## src/logic/ttt_pkg.sv

```systemverilog
package ttt_pkg;

	// ----------------------------------------
	// types
	// ----------------------------------------
	typedef logic [9:0] hcount_t;    // pixel within a line
	typedef logic [9:0] vcount_t;    // line within a frame
	typedef logic [5:0] local_t;     // 0..49 inside one tile
	typedef logic [3:0] tile_idx_t;  // 0..8, reading order
	typedef logic [8:0] marks_t;     // bit n for tile n

	typedef logic [2:0] red_t;
	typedef logic [2:0] green_t;
	typedef logic [1:0] blue_t;

	typedef enum logic [1:0]
	{
		REGION_BLANK,  // outside active area
		REGION_GRID,   // on a grid line
		REGION_TILE,   // inside a tile
		REGION_FIELD   // active but off the board
	} region_t;

	// ----------------------------------------
	// 640x480 timing, counted in pixel strobes
	// ----------------------------------------
	localparam int H_TOTAL = 800;
	localparam int V_TOTAL = 521;
	localparam int H_PULSE = 96;
	localparam int V_PULSE = 2;
	localparam int H_BP    = 144;  // first active pixel
	localparam int H_FP    = 784;  // first pixel past active
	localparam int V_BP    = 31;
	localparam int V_FP    = 511;

	// board and glyph geometry
	localparam int TILE_OFFSET = 10;
	localparam int TILE_WIDTH  = 50;
	localparam int LINE_THICK  = 2;
	localparam int RADIUS      = 15;  // inner radius of the O
	localparam int RING_THICK  = 2;
	localparam int X_HALF      = 1;

	// ----------------------------------------
	// colours
	// ----------------------------------------
	localparam red_t   GRID_R  = 3'd2;
	localparam green_t GRID_G  = 3'd4;
	localparam blue_t  GRID_B  = 2'd3;
	localparam red_t   MARK_R  = 3'd7;
	localparam green_t MARK_G  = 3'd7;
	localparam blue_t  MARK_B  = 2'd3;
	localparam red_t   FIELD_R = 3'd7;
	localparam green_t FIELD_G = 3'd7;
	localparam blue_t  FIELD_B = 2'd3;

	// tile background palette, one entry per tile
	localparam red_t   TILE_R [0:8] = '{3'd7, 3'd0, 3'd0, 3'd7, 3'd7, 3'd0, 3'd2, 3'd0, 3'd2};
	localparam green_t TILE_G [0:8] = '{3'd0, 3'd7, 3'd0, 3'd7, 3'd0, 3'd7, 3'd0, 3'd2, 3'd2};
	localparam blue_t  TILE_B [0:8] = '{2'd0, 2'd0, 2'd3, 2'd0, 2'd3, 2'd3, 2'd0, 2'd0, 2'd0};

endpackage

```

## src/logic/vga_timing.sv

```systemverilog
`timescale 1ns/1ps

module vga_timing
	import ttt_pkg::*;
#(
	parameter int H_TOTAL = ttt_pkg::H_TOTAL,
	parameter int V_TOTAL = ttt_pkg::V_TOTAL,
	parameter int H_PULSE = ttt_pkg::H_PULSE,
	parameter int V_PULSE = ttt_pkg::V_PULSE
)
(
	input  logic    clk,
	input  logic    rst,
	input  logic    i_pix_en,     // one clock in four
	output hcount_t o_hc,
	output vcount_t o_vc,
	output logic    o_hsync_raw,
	output logic    o_vsync_raw
);

	hcount_t hc;
	vcount_t vc;
	logic    line_end;
	logic    frame_end;

	assign line_end  = (hc == hcount_t'(H_TOTAL - 1));
	assign frame_end = (vc == vcount_t'(V_TOTAL - 1));

	// ----------------------------------------
	// raster counters
	// ----------------------------------------
	always_ff @(posedge clk)
	begin
		if (rst)
		begin
			hc <= '0;
			vc <= '0;
		end
		else if (i_pix_en)
		begin
			if (line_end)
			begin
				hc <= '0;
				if (frame_end)
					vc <= '0;  // back to the top
				else
					vc <= vc + 1'b1;
			end
			else
			begin
				hc <= hc + 1'b1;
			end
		end
	end

	assign o_hc = hc;
	assign o_vc = vc;

	// syncs are active low at the start of line and frame
	assign o_hsync_raw = (hc >= hcount_t'(H_PULSE));
	assign o_vsync_raw = (vc >= vcount_t'(V_PULSE));

	// counters must wrap before reaching their totals
	hc_in_range: assert property (@(posedge clk) disable iff (rst)
		hc < hcount_t'(H_TOTAL))
		else $error("horizontal counter reached %0d", hc);

	vc_in_range: assert property (@(posedge clk) disable iff (rst)
		vc < vcount_t'(V_TOTAL))
		else $error("vertical counter reached %0d", vc);

endmodule

```

## src/logic/board_geometry.sv

```systemverilog
`timescale 1ns/1ps

module board_geometry
	import ttt_pkg::*;
#(
	parameter int H_BP        = ttt_pkg::H_BP,
	parameter int H_FP        = ttt_pkg::H_FP,
	parameter int V_BP        = ttt_pkg::V_BP,
	parameter int V_FP        = ttt_pkg::V_FP,
	parameter int TILE_OFFSET = ttt_pkg::TILE_OFFSET,
	parameter int TILE_WIDTH  = ttt_pkg::TILE_WIDTH,
	parameter int LINE_THICK  = ttt_pkg::LINE_THICK
)
(
	input  hcount_t   i_hc,
	input  vcount_t   i_vc,
	output region_t   o_region,
	output tile_idx_t o_tile_idx,
	output local_t    o_local_x,
	output local_t    o_local_y
);

	localparam int H_START = H_BP + TILE_OFFSET;  // board's left edge
	localparam int V_START = V_BP + TILE_OFFSET;  // board's top edge
	localparam int STEP    = TILE_WIDTH + LINE_THICK;
	localparam int SPAN    = 3 * TILE_WIDTH + 2 * LINE_THICK;

	logic       active;
	logic       col_span;
	logic       col_line;
	logic [1:0] col_band;
	local_t     col_loc;
	logic       row_span;
	logic       row_line;
	logic [1:0] row_band;
	local_t     row_loc;

	// ----------------------------------------
	// one axis of the board
	// ----------------------------------------
	// pos is relative to the board edge and may be negative
	function automatic void split_axis(
		input  int         pos,
		output logic       in_span,
		output logic       on_line,
		output logic [1:0] band,
		output local_t     loc
	);
		int rel;
		in_span = (pos >= 0) && (pos < SPAN);
		on_line = 1'b0;
		band    = 2'd0;
		loc     = '0;
		for (int i = 0; i < 3; i++)
		begin
			rel = pos - i * STEP;
			if (rel >= 0 && rel < TILE_WIDTH)
			begin
				band = 2'(i);
				loc  = local_t'(rel);  // offset from tile's own edge
			end
			else if (i < 2 && rel >= TILE_WIDTH && rel < STEP)
			begin
				on_line = 1'b1;
			end
		end
	endfunction

	always_comb
	begin
		split_axis(int'(i_hc) - H_START, col_span, col_line, col_band, col_loc);
		split_axis(int'(i_vc) - V_START, row_span, row_line, row_band, row_loc);
	end

	assign active = (i_hc >= hcount_t'(H_BP)) && (i_hc < hcount_t'(H_FP))
		&& (i_vc >= vcount_t'(V_BP)) && (i_vc < vcount_t'(V_FP));

	// region priority: blank, grid, tile, field
	always_comb
	begin
		if (!active)
			o_region = REGION_BLANK;
		else if ((col_line && row_span) || (row_line && col_span))
			o_region = REGION_GRID;  // a line crossing the board
		else if (col_span && row_span)
			o_region = REGION_TILE;
		else
			o_region = REGION_FIELD;
	end

	assign o_tile_idx = tile_idx_t'(row_band * 3 + col_band);
	assign o_local_x  = col_loc;
	assign o_local_y  = row_loc;

	tile_idx_range: assert final (o_region != REGION_TILE || o_tile_idx < tile_idx_t'(9))
		else $error("tile index %0d out of range", o_tile_idx);

endmodule

```

## src/logic/glyph_raster.sv

```systemverilog
`timescale 1ns/1ps

module glyph_raster
	import ttt_pkg::*;
#(
	parameter int TILE_WIDTH = ttt_pkg::TILE_WIDTH,
	parameter int RADIUS     = ttt_pkg::RADIUS,
	parameter int RING_THICK = ttt_pkg::RING_THICK,
	parameter int X_HALF     = ttt_pkg::X_HALF
)
(
	input  local_t i_local_x,
	input  local_t i_local_y,
	output logic   o_on_o,
	output logic   o_on_x
);

	localparam int CENTRE   = TILE_WIDTH / 2;
	localparam int R_IN_SQ  = RADIUS * RADIUS;
	localparam int R_OUT_SQ = (RADIUS + RING_THICK) * (RADIUS + RING_THICK);

	int dx;
	int dy;
	int dist_sq;
	int diag_main;  // zero on the x == y diagonal
	int diag_anti;  // zero on the x + y == width - 1 diagonal

	// ----------------------------------------
	// O ring
	// ----------------------------------------
	always_comb
	begin
		dx      = int'(i_local_x) - CENTRE;
		dy      = int'(i_local_y) - CENTRE;
		dist_sq = dx * dx + dy * dy;
	end

	// inner edge inclusive, outer edge exclusive
	assign o_on_o = (dist_sq >= R_IN_SQ) && (dist_sq < R_OUT_SQ);

	// ----------------------------------------
	// X bands
	// ----------------------------------------
	always_comb
	begin
		diag_main = int'(i_local_x) - int'(i_local_y);
		diag_anti = int'(i_local_x) + int'(i_local_y) - (TILE_WIDTH - 1);
	end

	assign o_on_x = ((diag_main >= -X_HALF) && (diag_main <= X_HALF))
		|| ((diag_anti >= -X_HALF) && (diag_anti <= X_HALF));

endmodule

```

## src/logic/pixel_shader.sv

```systemverilog
`timescale 1ns/1ps

module pixel_shader
	import ttt_pkg::*;
(
	input  logic      clk,
	input  logic      rst,
	input  logic      i_pix_en,
	input  region_t   i_region,
	input  tile_idx_t i_tile_idx,
	input  logic      i_on_o,
	input  logic      i_on_x,
	input  marks_t    i_o_marks,
	input  marks_t    i_x_marks,
	input  logic      i_hsync_raw,
	input  logic      i_vsync_raw,
	output logic      o_hsync,
	output logic      o_vsync,
	output red_t      o_red,
	output green_t    o_green,
	output blue_t     o_blue
);

	red_t   red_nxt;
	green_t green_nxt;
	blue_t  blue_nxt;
	logic   o_set;
	logic   x_set;
	logic   mark_hit;

	// ----------------------------------------
	// colour selection
	// ----------------------------------------
	assign o_set = i_o_marks[i_tile_idx];
	assign x_set = i_x_marks[i_tile_idx];

	// O takes precedence over X on the same tile
	assign mark_hit = (o_set && i_on_o) || (!o_set && x_set && i_on_x);

	always_comb
	begin
		case (i_region)
			REGION_GRID:
			begin
				red_nxt   = GRID_R;
				green_nxt = GRID_G;
				blue_nxt  = GRID_B;
			end
			REGION_FIELD:
			begin
				red_nxt   = FIELD_R;
				green_nxt = FIELD_G;
				blue_nxt  = FIELD_B;
			end
			REGION_TILE:
			begin
				if (mark_hit)
				begin
					red_nxt   = MARK_R;
					green_nxt = MARK_G;
					blue_nxt  = MARK_B;
				end
				else
				begin
					red_nxt   = TILE_R[i_tile_idx];  // tile background
					green_nxt = TILE_G[i_tile_idx];
					blue_nxt  = TILE_B[i_tile_idx];
				end
			end
			default:
			begin
				red_nxt   = '0;  // blanking
				green_nxt = '0;
				blue_nxt  = '0;
			end
		endcase
	end

	// ----------------------------------------
	// output registers, one pixel of latency
	// ----------------------------------------
	always_ff @(posedge clk)
	begin
		if (rst)
		begin
			o_red   <= '0;
			o_green <= '0;
			o_blue  <= '0;
			o_hsync <= 1'b1;  // inactive
			o_vsync <= 1'b1;
		end
		else if (i_pix_en)
		begin
			o_red   <= red_nxt;
			o_green <= green_nxt;
			o_blue  <= blue_nxt;
			o_hsync <= i_hsync_raw;  // kept aligned with colour
			o_vsync <= i_vsync_raw;
		end
	end

	blank_is_black: assert property (@(posedge clk) disable iff (rst)
		(i_pix_en && i_region == REGION_BLANK) |=> (o_red == '0 && o_green == '0 && o_blue == '0))
		else $error("colour not black during blanking");

endmodule

```

## src/logic/ttt_vga_top.sv

```systemverilog
`timescale 1ns/1ps

module ttt_vga_top
	import ttt_pkg::*;
#(
	parameter int H_TOTAL     = ttt_pkg::H_TOTAL,
	parameter int V_TOTAL     = ttt_pkg::V_TOTAL,
	parameter int H_PULSE     = ttt_pkg::H_PULSE,
	parameter int V_PULSE     = ttt_pkg::V_PULSE,
	parameter int H_BP        = ttt_pkg::H_BP,
	parameter int H_FP        = ttt_pkg::H_FP,
	parameter int V_BP        = ttt_pkg::V_BP,
	parameter int V_FP        = ttt_pkg::V_FP,
	parameter int TILE_OFFSET = ttt_pkg::TILE_OFFSET,
	parameter int TILE_WIDTH  = ttt_pkg::TILE_WIDTH,
	parameter int LINE_THICK  = ttt_pkg::LINE_THICK,
	parameter int RADIUS      = ttt_pkg::RADIUS,
	parameter int RING_THICK  = ttt_pkg::RING_THICK,
	parameter int X_HALF      = ttt_pkg::X_HALF
)
(
	input  logic   clk,
	input  logic   rst,
	input  logic   i_pix_en,
	input  marks_t i_o_marks,
	input  marks_t i_x_marks,
	output logic   o_hsync,
	output logic   o_vsync,
	output red_t   o_red,
	output green_t o_green,
	output blue_t  o_blue
);

	hcount_t   hc;
	vcount_t   vc;
	logic      hsync_raw;
	logic      vsync_raw;
	region_t   region;
	tile_idx_t tile_idx;
	local_t    local_x;
	local_t    local_y;
	logic      on_o;
	logic      on_x;

	vga_timing #(.H_TOTAL(H_TOTAL), .V_TOTAL(V_TOTAL), .H_PULSE(H_PULSE), .V_PULSE(V_PULSE))
	vga_timing_i (.clk(clk), .rst(rst), .i_pix_en(i_pix_en), .o_hc(hc), .o_vc(vc),
		.o_hsync_raw(hsync_raw), .o_vsync_raw(vsync_raw));

	board_geometry #(.H_BP(H_BP), .H_FP(H_FP), .V_BP(V_BP), .V_FP(V_FP),
		.TILE_OFFSET(TILE_OFFSET), .TILE_WIDTH(TILE_WIDTH), .LINE_THICK(LINE_THICK))
	board_geometry_i (.i_hc(hc), .i_vc(vc), .o_region(region), .o_tile_idx(tile_idx),
		.o_local_x(local_x), .o_local_y(local_y));

	glyph_raster #(.TILE_WIDTH(TILE_WIDTH), .RADIUS(RADIUS), .RING_THICK(RING_THICK),
		.X_HALF(X_HALF))
	glyph_raster_i (.i_local_x(local_x), .i_local_y(local_y), .o_on_o(on_o), .o_on_x(on_x));

	// registered outputs
	pixel_shader pixel_shader_i (
		.clk(clk), .rst(rst), .i_pix_en(i_pix_en),
		.i_region(region), .i_tile_idx(tile_idx),
		.i_on_o(on_o), .i_on_x(on_x),
		.i_o_marks(i_o_marks), .i_x_marks(i_x_marks),
		.i_hsync_raw(hsync_raw), .i_vsync_raw(vsync_raw),
		.o_hsync(o_hsync), .o_vsync(o_vsync),
		.o_red(o_red), .o_green(o_green), .o_blue(o_blue)
	);

endmodule

```

## config.mk

```make
export PLATFORM = sky130hd
export DESIGN_NAME = ttt_vga_top
export DESIGN_NICKNAME = d
export VERILOG_FILES = /design/src/logic/ttt_pkg.sv /design/src/logic/vga_timing.sv /design/src/logic/board_geometry.sv /design/src/logic/glyph_raster.sv /design/src/logic/pixel_shader.sv /design/src/logic/ttt_vga_top.sv
export SDC_FILE = /design/constraint.sdc
export NUM_CORES = 1
export LEC_CHECK = 0
export BUFFER_PORTS_ARGS = -buffer_cell sky130_fd_sc_hd__clkbuf_2
export CAP_MARGIN = 10
export CORE_MARGIN = 2
export CORE_UTILIZATION = 45
export DETAILED_ROUTE_END_ITERATION = 10
export HOLD_SLACK_MARGIN = 0.06
export SLEW_MARGIN = 20
export SYNTH_ARGS = -nofsm -noshare
export SYNTH_HDL_FRONTEND = slang
export SYNTH_SLANG_ARGS = --single-unit
```

## constraint.sdc

```tcl
create_clock -name clk -period 16.2 [get_ports clk]
set_input_delay 1.62 -clock clk [delete_from_list [all_inputs] [get_ports clk]]
set_output_delay 1.62 -clock clk [all_outputs]
set_load 0.02 [all_outputs]
```

Yosys cells after proc, flatten, opt, wreduce, memory -nomap -nowiden
Memories as Yosys holds them, arrays and structs flattened.
Cells that the tools add are included.
{"block": "op_classes", "addsub": 15, "multipliers": 3, "n_lt_le_gt_ge": 36, "n_eq_ne": 5, "n_mux": 39, "bitwise_logic": 1, "reduce_logical": 30}
{"operator": "32-bit by 7-bit less-than comparator with 1-bit output, second input constant", "count": 10}
{"operator": "32-bit by 1-bit >= comparator with 1-bit output, second input constant", "count": 8}
{"operator": "32-bit by 7-bit >= comparator with 1-bit output, second input constant", "count": 4}
{"operator": "32-bit by 7-bit subtractor with 32-bit output, second input constant", "count": 3}
{"operator": "32-bit by 2-bit less-or-equal comparator with 1-bit output, second input constant", "count": 2}
{"operator": "32-bit by 9-bit less-than comparator with 1-bit output, second input constant", "count": 2}
{"operator": "32-bit by 32-bit multiplier with 32-bit output", "count": 2}
{"operator": "32-bit by 8-bit subtractor with 32-bit output, second input constant", "count": 2}
{"operator": "6-bit two-way mux", "count": 6}
{"operator": "32-bit adder", "count": 1}
{"operator": "32-bit by 9-bit >= comparator with 1-bit output, second input constant", "count": 1}
{"operator": "32-bit by 10-bit less-than comparator with 1-bit output, second input constant", "count": 1}
{"operator": "1-bit logical AND", "count": 24}
{"operator": "10-bit by 1-bit adder with 10-bit output, second input constant", "count": 2}
{"operator": "10-bit equality test, second input constant", "count": 2}
{"operator": "10-bit two-way mux", "count": 2}
{"operator": "3-bit two-way mux", "count": 6}
{"operator": "3-bit case mux with 3 select lines", "count": 2}
{"operator": "2-bit two-way mux", "count": 7}
{"operator": "6-bit by 5-bit subtractor with 7-bit output, second input constant", "count": 2}
{"operator": "1-bit two-way mux", "count": 13}
{"operator": "10-bit by 6-bit subtractor with 11-bit output, second input constant", "count": 1}
{"operator": "10-bit by 8-bit subtractor with 11-bit output, second input constant", "count": 1}
{"operator": "10-bit by 2-bit >= comparator with 1-bit output, second input constant", "count": 1}
{"operator": "other kinds (20)", "count": 24}
{"block": "totals", "ff_bits": 30, "mem_bits_ro": 128, "input_bits": 21, "wordCells": 139, "mem_count": 3}
{"name": "(name not given)", "depth": 16, "word_bits": 3, "read_ports": 1, "rd_clocked_by_memory_dff": 0, "wr": 0, "line_no": "pixel_shader.sv:65", "rtl": "red_nxt = TILE_R[i_tile_idx];"}
{"name": "(name not given)", "depth": 16, "word_bits": 3, "read_ports": 1, "rd_clocked_by_memory_dff": 0, "wr": 0, "line_no": "pixel_shader.sv:66", "rtl": "green_nxt = TILE_G[i_tile_idx];"}
{"name": "(name not given)", "depth": 16, "word_bits": 2, "read_ports": 1, "rd_clocked_by_memory_dff": 0, "wr": 0, "line_no": "pixel_shader.sv:67", "rtl": "blue_nxt = TILE_B[i_tile_idx];"}

Longest topological paths before layout
Gate-level depths: netlist (run 1).
{"block": "depth", "depth_word": 16, "depth_mapped": 48, "ltp_nobuf": 46}

Cells and area by module
From an unflattened synthesis (run 1), not the netlist that was laid out.
{"block": "hier_totals", "cells_unflattened": 951, "hier_area_um2": 7962.6}
{"mod": "glyph_raster", "instances": 1, "cells_each": 505, "area_per_inst_um2": 4425.5}
{"mod": "board_geometry", "instances": 1, "cells_each": 248, "area_per_inst_um2": 1798.0}
{"mod": "vga_timing", "instances": 1, "cells_each": 126, "area_per_inst_um2": 1078.5}
{"mod": "pixel_shader", "instances": 1, "cells_each": 72, "area_per_inst_um2": 660.6}

Worst setup path before layout (run 1)
Ideal clock, no wire load.
{"block": "synth_timing", "kind": "reg-to-reg", "startpoint": "register vga_timing_i.hc[1], in the netlist vga_timing_i.o_hc[1]", "endpoint": "register pixel_shader_i.o_green[0]", "setup_ns": 0.074, "arrival_time_ns": 10.780, "required_ns": 16.126, "slack_ns": 5.346, "path_stages_with_launch": 44, "path_cell_list": "dfxtp_1 inv_1 ha_1 xnor2_1 inv_1 ha_1 a21oi_1 nor2_1 nor3_2 nand2_1 ha_1 nor4bb_1 o2111ai_1 a211oi_2 nand3_1 a21oi_1 inv_1 ha_1 [8 not listed] fa_1 inv_1 fa_1 inv_1 fa_1 inv_1 ha_1 a21oi_1 o21ai_0 o21a_1 inv_1 a31oi_1 o21a_1 nor4_1 a21oi_1 o41ai_1 and3b_1 o21ai_0"}
{"block": "synth_between", "elab_chain_len": 15, "word_cells_on_any_way": 76}
{"item": "from (decl)", "line_no": "vga_timing.sv:21", "rtl": "hcount_t hc;"}
{"item": "from (signal assigned)", "line_no": "vga_timing.sv:51", "rtl": "hc <= hc + 1'b1;"}
{"item": "10-bit by 8-bit subtractor with 11-bit output", "line_no": "board_geometry.sv:71", "rtl": "split_axis(int'(i_hc) - H_START, col_span, col_line, col_band, col_loc);"}
{"item": "32-bit by 7-bit subtractor with 32-bit output, or another cell as far along", "line_no": "board_geometry.sv:56", "rtl": "rel = pos - i * STEP;"}
{"item": "32-bit by 1-bit >= comparator with 1-bit output, or another cell as far along", "line_no": "board_geometry.sv:57", "rtl": "if (rel >= 0 && rel < TILE_WIDTH)"}
{"item": "1-bit logical AND / 6-bit two-way mux (equally long branches)", "line_no": "board_geometry.sv:57"}
{"item": "6-bit two-way mux / 1-bit two-way mux (equally long branches)", "line_no": "board_geometry.sv:57"}
{"item": "6-bit two-way mux / 2-bit two-way mux (equally long branches)", "line_no": "board_geometry.sv:57"}
{"item": "6-bit by 5-bit subtractor with 7-bit output, or another cell as far along", "line_no": "glyph_raster.sv:33", "rtl": "dx = int'(i_local_x) - CENTRE;"}
{"item": "32-bit by 32-bit multiplier with 32-bit output, or another cell as far along", "line_no": "glyph_raster.sv:35", "rtl": "dist_sq = dx * dx + dy * dy;"}
{"item": "32-bit adder, or another cell as far along", "line_no": "glyph_raster.sv:35"}
{"item": "32-bit by 9-bit >= comparator with 1-bit output, or another cell as far along", "line_no": "glyph_raster.sv:39", "rtl": "assign o_on_o = (dist_sq >= R_IN_SQ) && (dist_sq < R_OUT_SQ);"}
{"item": "1-bit logical AND, or another cell as far along", "line_no": "glyph_raster.sv:39"}
{"item": "1-bit logical AND", "line_no": "pixel_shader.sv:38", "rtl": "assign mark_hit = (o_set && i_on_o) || (!o_set && x_set && i_on_x);"}
{"item": "1-bit logical OR", "line_no": "pixel_shader.sv:38"}
{"item": "3-bit two-way mux", "line_no": "pixel_shader.sv:57", "rtl": "if (mark_hit)"}
{"item": "3-bit case mux with 3 select lines *", "line_no": "pixel_shader.sv:42", "rtl": "case (i_region)"}
{"item": "to (signal assigned)", "line_no": "pixel_shader.sv:95", "rtl": "o_green <= green_nxt;"}
{"item": "to (decl)", "line_no": "pixel_shader.sv:20", "rtl": "output green_t o_green,"}
Every way passes the cells marked *; elsewhere a longest branch is shown, timed or not. The select of a mux whose other input is x is not followed.
A chain may end at the register's enable or synchronous reset.

Worst setup path in the final report (run 1)
{"block": "layout_timing", "startpoint": "register vga_timing_i.hc[1], in the netlist vga_timing_i.o_hc[1]", "endpoint": "register pixel_shader_i.o_green[1]"}
Same word-level chain as after synthesis.

==> results of run 1 <==
## registers in the layout (all words and copies together), names as in the netlist
signal	flops
pixel_shader_i.o_green	3
pixel_shader_i.o_vsync	1
pixel_shader_i.o_red	2
pixel_shader_i.o_blue	1
vga_timing_i.o_hc	10
vga_timing_i.o_vc	10
pixel_shader_i.o_hsync	1
## report_power, final
part | switching, mW | total, mW | leakage (nW) | internal [mW]
registers | 0.00136 | 0.0710 | 0.226 | 0.0696
logic | 0.0118 | 0.0210 | 4.23 | 0.00920
clock network | 0.0240 | 0.0732 | 0.0511 | 0.0492
total | 0.0372 | 0.165 | 4.51 | 0.128
## cell usage after synthesis, drive strengths merged, types with 13 or more instances
cell,instances,share of area
nand3,25,0.014
or3,14,0.010
nand4,20,0.013
a21oi,45,0.027
inv,178,0.070
nor2,88,0.036
nor4,13,0.010
fa,99,0.21
xor2,18,0.018
xnor2,36,0.039
ha,132,0.17
a21o,13,0.010
nand2b,14,0.0099
dfxtp,28,0.058
buf,19,0.012
nor3,29,0.019
clkbuf,16,0.0073
and2,19,0.013
o21ai,48,0.027
nand2,85,0.034
## worst max-delay path by stage
stage	from	to
detailed placement	vga_timing_i.o_hc[1]	pixel_shader_i.o_green[0]
floorplan	vga_timing_i.o_hc[1]	pixel_shader_i.o_green[0]
CTS	vga_timing_i.o_hc[1]	pixel_shader_i.o_green[0]
global route	vga_timing_i.o_hc[1]	pixel_shader_i.o_green[0]
global placement	vga_timing_i.o_hc[1]	pixel_shader_i.o_green[1]
finish	vga_timing_i.o_hc[1]	pixel_shader_i.o_green[1]
## kinds of logic (layout without fill, tap and decap cells)
| kind of cell | count (synthesis) | count (layout) | share of synthesized area |
|---|---|---|---|
| compound gates | 226 | 226 | 0.183 |
| xor+xnor | 57 | 57 | 0.0653 |
| fa+ha+maj | 231 | 231 | 0.378 |
| buf+inv | 213 | 213 | 0.0894 |
| flops | 28 | 28 | 0.0584 |
| mux | 13 | 13 | 0.0192 |
| simple gates | 365 | 365 | 0.207 |
## per-layer routing
layer,GRT usage,vias up,part of all wire
li1,-,3922,-
met1,0.325,3711,0.53
met2,0.321,129,0.44
met3,0.0110,12,0.025
met4,0.0189,0,0.0083
met5,0,-,0
## layout make-up
type / instances / share of cell area
repair buffers: 31 / 0.0157
inverters: 178 / 0.0669
flip-flops and latches: 28 / 0.0559
clock inverters: 1 / 0.00300
multi-input cells: 892 / 0.817
clock buffers: 3 / 0.00749
well taps: 275 / 0.0343
## worst reg2reg max path: cells and delay by family, from the launching register on
kind                     cells  cell delay (ns)
adder cells (fa/ha/maj)     11             4.86
AO/OA/AOI/OAI               13             3.36
AND/OR/NAND/NOR              9             1.80
XOR/XNOR                     2             1.16
buffers and inverters        8             1.11
flip-flops                   1             0.52
## cell usage in the layout, fill, tap and decap left out, types with 4 or more instances in the layout
cell type | synthesis | layout
nand4b_1 | 6 | 6
mux2i_1 | 6 | 6
and2_1 | 18 | 18
nor3b_1 | 4 | 4
inv_2 | 6 | 6
o21a_1 | 9 | 9
a21oi_1 | 39 | 39
nand2_1 | 84 | 84
xnor2_2 | 6 | 6
nor2b_1 | 7 | 7
dfxtp_1 | 28 | 28
o211ai_1 | 6 | 6
a311oi_1 | 4 | 4
o21ai_0 | 41 | 41
ha_1 | 132 | 132
xnor2_1 | 29 | 29
fa_1 | 99 | 99
mux4_2 | 4 | 4
a21o_1 | 13 | 13
o2111ai_1 | 11 | 11
o31ai_1 | 7 | 7
nor4b_1 | 7 | 7
o21bai_1 | 6 | 6
or3_1 | 11 | 11
nand4_1 | 20 | 20
nand3b_1 | 4 | 4
nor4_1 | 12 | 12
a211oi_1 | 10 | 10
o21ai_2 | 4 | 4
nand3_1 | 24 | 24
nor3_1 | 25 | 25
or2_2 | 7 | 7
nand2b_1 | 13 | 13
inv_1 | 171 | 171
clkbuf_2 | 0 | 30
nor2_1 | 85 | 85
xor2_1 | 17 | 17
a21oi_2 | 5 | 5
and3_1 | 5 | 5
==> impl_metrics.json, run 1 <==
{
  "worst_setup_path_start_kind": "register",
  "power_mw": 0.165,
  "cts_sinks": 28,
  "fin_nets": 1386,
  "cts-hold-fix-buffers": 0,
  "slew_violations": 0,
  "cts_buffers": 3,
  "synth_cells": 1133,
  "drive_gt1_frac": 0.103,
  "postLayoutCellArea_sq_mm": 0.0100,
  "worst_pin_slew_ns": 0.953,
  "die_h_um": 150,
  "clk_latency_ns": 0.26,
  "dp_slack_ns": 3.41,
  "r2r_slack_ns": 3.30,
  "syn_area_per_cell_sq_um": 8.47,
  "critPathTopFamily": "adder cells",
  "skew_ns": 0.00434,
  "cts_root_buf": "clkbuf_16",
  "overflow": 0,
  "cts_tree": "yes",
  "start_util": 0.458,
  "min_path_cells": 2,
  "syn_to_final_growth_pct": 4.37,
  "ios": 31,
  "crit_fanout": 9,
  "maxCapViolations": 0,
  "rsz0062_at_grt": "no",
  "grt_max_degree": 21,
  "ys_async_sr_fraction": 0,
  "routed-via-count": 7774,
  "cts_setup_buffers": 0,
  "min_path_type": "register to register",
  "status": "completed",
  "crit_slowest_cell": "a21oi_1",
  "reg2reg_to": "pixel_shader_i.o_green[1]",
  "ctsResizeCount": 0,
  "crit_arrival_ns": 13.04,
  "drt-initial-drc-count": 457,
  "wl_per_cell_um": 15.7,
  "cp_common_cell": "inv_1",
  "min_period_ns": 12.90,
  "crit_buf_inv": 8,
  "via_per_inst": 5.52,
  "hp-start": "pixel_shader_i.o_vsync",
  "core-area_sq_mm": 0.0210,
  "cp_num_cells": 43,
  "finalSetupViolations": 0,
  "timing.final.ws_setup_ns": 3.30,
  "antenna_found_initial": 0,
  "cts.htree.levels": 1,
  "whs_endpoint": "pixel_shader_i.o_vsync",
  "hold_slack_ns": 0.490,
  "p_leak_nw": 4.51,
  "grt_pass1_wl_um": 38100,
  "ant_nets": 0,
  "tns_ns": 0,
  "cts.path.max_buffers": 2,
  "synth_edf_count": 0,
  "ir_worst_vdd_uv": 40.4,
  "worstSetupPathType": "register to register",
  "final_util": 0.478,
  "place_congestion": 0.876,
  "die_area_sq_mm": 0.0225,
  "cp.required_ns": 16.34,
  "grt_use_total": 0.206,
  "synth.cell_area_sq_mm": 0.00960,
  "hpwl_um": 18700,
  "grt_pass1_vias": 7520,
  "ys_warn_count": 0,
  "synthDistinctLibCells": 117,
  "reg2reg_from": "vga_timing_i.o_hc[1]",
  "drc_errors": 0,
  "synth_top_flop_cell": "dfxtp_1",
  "die_x_um": 150,
  "cpPeakStageDelay_ns": 0.75,
  "ys_ff_latch": 28,
  "max_slew_margin": 0.360,
  "fp-row-count": 53,
  "numPortBuffers": 30,
  "fin_cells": 1408,
  "clkTransAtPathRegs_ns": 0.07,
  "p_per_area_mw_per_mm2": 16.5,
  "fillCellCount": 2091,
  "place_inst": 1404,
  "routed_wl_um": 22100,
  "fmax_mhz": 77.5,
  "multi_input_area_sq_mm": 0.00818,
  "fin_crit_sh": 0.796,
  "diodes": 0,
  "end_kind": "register",
  "mappedNetlistNets": 1385,
  "dr.pass1.iters": 5,
  "ys_seq_area_frac": 0.0584,
  "hold_viol_final": 0,
  "regArea_sq_um": 561,
  "rr_worst_depth": 43,
  "placed_cell_area_sq_mm": 0.00992
}
No activity file was read; power rests on OpenSTA's default activity.
==> run 2: changes to the inputs <==
ABC_AREA = 1   (was unset)
clock period = 13.35 ns   (was 16.2 ns; I/O delays follow)
==> impl_metrics.json, run 2 <==
{
  "synth_compound_area_frac": 0.0845,
  "synthMuxAreaShare": 0.00104,
  "placed_cell_area_sq_mm": 0.0100,
  "mappedNetlistNets": 1632,
  "ys_seq_area_frac": 0.0584,
  "postLayoutCellArea_sq_mm": 0.0101,
  "die_x_um": 150,
  "cts-hold-fix-buffers": 0,
  "fmax_mhz": 88.7,
  "via_per_inst": 5.11,
  "die_area_sq_mm": 0.0225,
  "hold_viol_final": 0,
  "fin_nets": 1651,
  "ys_async_sr_fraction": 0,
  "final_common_cell": "nand2_1",
  "timing.final.ws_setup_ns": 2.08,
  "cts_setup_buffers": 0,
  "ios": 31,
  "synth.cell_area_sq_mm": 0.00960,
  "cts_sinks": 28,
  "status": "completed",
  "r2r_slack_ns": 2.08,
  "dp_slack_ns": 2.18,
  "clkTransAtPathRegs_ns": 0.07,
  "grt_pass1_vias": 8279,
  "synth_top_flop_cell": "dfxtp_1",
  "hpwl_um": 20000,
  "start_util": 0.458,
  "grt_use_total": 0.212,
  "place_congestion": 0.881,
  "skew_ns": 0.00423,
  "crit_arrival_ns": 11.47,
  "cts_buffers": 3,
  "worst_pin_slew_ns": 0.820,
  "maxCapViolations": 0,
  "drive_gt1_frac": 0.102,
  "drt-initial-drc-count": 395,
  "tns_ns": 0,
  "crit_fanout": 10,
  "worst_setup_path_start_kind": "register",
  "grt_max_degree": 23,
  "yosysTopAreaCell": "fa_1",
  "max_slew_margin": 0.452,
  "yosysMostFrequentCell": "nand2_1",
  "dr.pass1.iters": 5,
  "diodes": 0,
  "antenna_found_initial": 0,
  "fp-row-count": 53,
  "final_util": 0.483,
  "ys_ff_latch": 28,
  "fin_crit_sh": 0.844,
  "clk_latency_ns": 0.26,
  "ctsResizeCount": 0,
  "ir_worst_vdd_uv": 208,
  "core-area_sq_mm": 0.0210,
  "syn_to_final_growth_pct": 5.40,
  "fillCellCount": 2194,
  "synth.area.top_cells": "fa_1, ha_1, nand2_1, inv_1, dfxtp_1",
  "cts.path.max_buffers": 2,
  "numPortBuffers": 30,
  "synth-simple-area-share": 0.328,
  "slew_violations": 0,
  "cts_root_buf": "clkbuf_16",
  "yosys.area.top_type_share": 0.207,
  "min_period_ns": 11.27,
  "layout_common_cells": "nand2_1, inv_1, nor2_1",
  "p_leak_nw": 5.10,
  "crit_slowest_cell": "fa_1",
  "drc_errors": 0,
  "synth_top_family_by_area": "adder cells",
  "end_kind": "register",
  "cpPeakStageDelay_ns": 0.72,
  "die_h_um": 150,
  "cp.required_ns": 13.55,
  "ys_warn_count": 0,
  "synth_edf_count": 0,
  "cts.htree.levels": 1,
  "hold_slack_ns": 0.490,
  "syn_area_per_cell_sq_um": 6.95,
  "min_path_type": "register to register",
  "routed-via-count": 8546,
  "routed_wl_um": 22900,
  "synthXorXnorAreaFrac": 0.0346,
  "synthDistinctLibCells": 58,
  "cts_tree": "yes",
  "synth_cells": 1380,
  "overflow": 0,
  "synth-adder-area-share": 0.379,
  "grt_pass1_wl_um": 39400,
  "wl_per_cell_um": 13.7,
  "ant_nets": 0,
  "rsz0062_at_grt": "no",
  "worstSetupPathType": "register to register",
  "p_per_area_mw_per_mm2": 136,
  "finalSetupViolations": 0,
  "synth_common_cells": "nand2_1, inv_1, nor2_1, ha_1, fa_1"
}
-- run 2: cell count changes in the layout (fill, tap and decap cells not counted), sizes merged, moves of 17 or more --
cell / change
nor2: +65
nand2: +233
and2: -17
nand3: +73
inv: +88
xnor2: -26
-- run 2: layout make-up --
class / instances / area (sq um) / share of cell area
multi-input combinational: 1065 / 7940 / 0.785
tap: 275 / 344 / 0.0340
clock inverter: 1 / 30.0 / 0.00297
sequential: 28 / 561 / 0.0554
inverter: 271 / 1020 / 0.101
clock buffer: 3 / 75.1 / 0.00742
timing repair buffer: 30 / 150 / 0.0148
-- run 2: metrics by stage --
stage               total power, mW  std cells
floorplan                      1.05       1380
global placement               1.27       1669
detailed placement             1.27       1669
CTS                            1.37       1673
global route                   1.57       1673
finish                         1.38       1673
-- run 2: worst paths after layout --
kind	endpoint	startpoint	cells past startpoint
worst max-delay path	pixel_shader_i.o_green[0]	vga_timing_i.o_hc[1]	49
worst min-delay path	pixel_shader_i.o_vsync	pixel_shader_i.o_vsync	2
worst max register to register	pixel_shader_i.o_green[0]	vga_timing_i.o_hc[1]	49
worst min register to register	pixel_shader_i.o_vsync	pixel_shader_i.o_vsync	2
-- run 2: power breakdown --
group	total (mW)	switching (mW)	internal, mW
registers	0.0858	0.00123	0.0846
logic	1.20	0.724	0.477
clock network	0.0894	0.0297	0.0598
total	1.38	0.755	0.622
-- run 2: layer usage --
layer  up-vias  routed length, um  track usage
li1       4436                  -            -
met1      3967              11500        0.305
met2       137              10600        0.363
met3         6                740       0.0195
met4         0                 66       0.0137
met5         -                  0            0
-- run 2: logic make-up (layout without fill, tap and decap cells) --
logic type	Yosys count	count (layout)
flip-flops	28	28
adder cells (fa/ha/maj)	231	231
AND/OR/NAND/NOR	664	664
multiplexers	1	1
AO/OA/AOI/OAI	135	135
buffers and inverters	287	305
XOR/XNOR	34	34
-- run 2: critical path, delay by kind of cell (launching register included) --
kind,cells,cell delay [ns]
buf+inv,8,0.84
simple gates,24,3.15
flops,1,0.35
compound gates,4,0.81
fa+ha+maj,11,4.88
xor+xnor,2,1.16
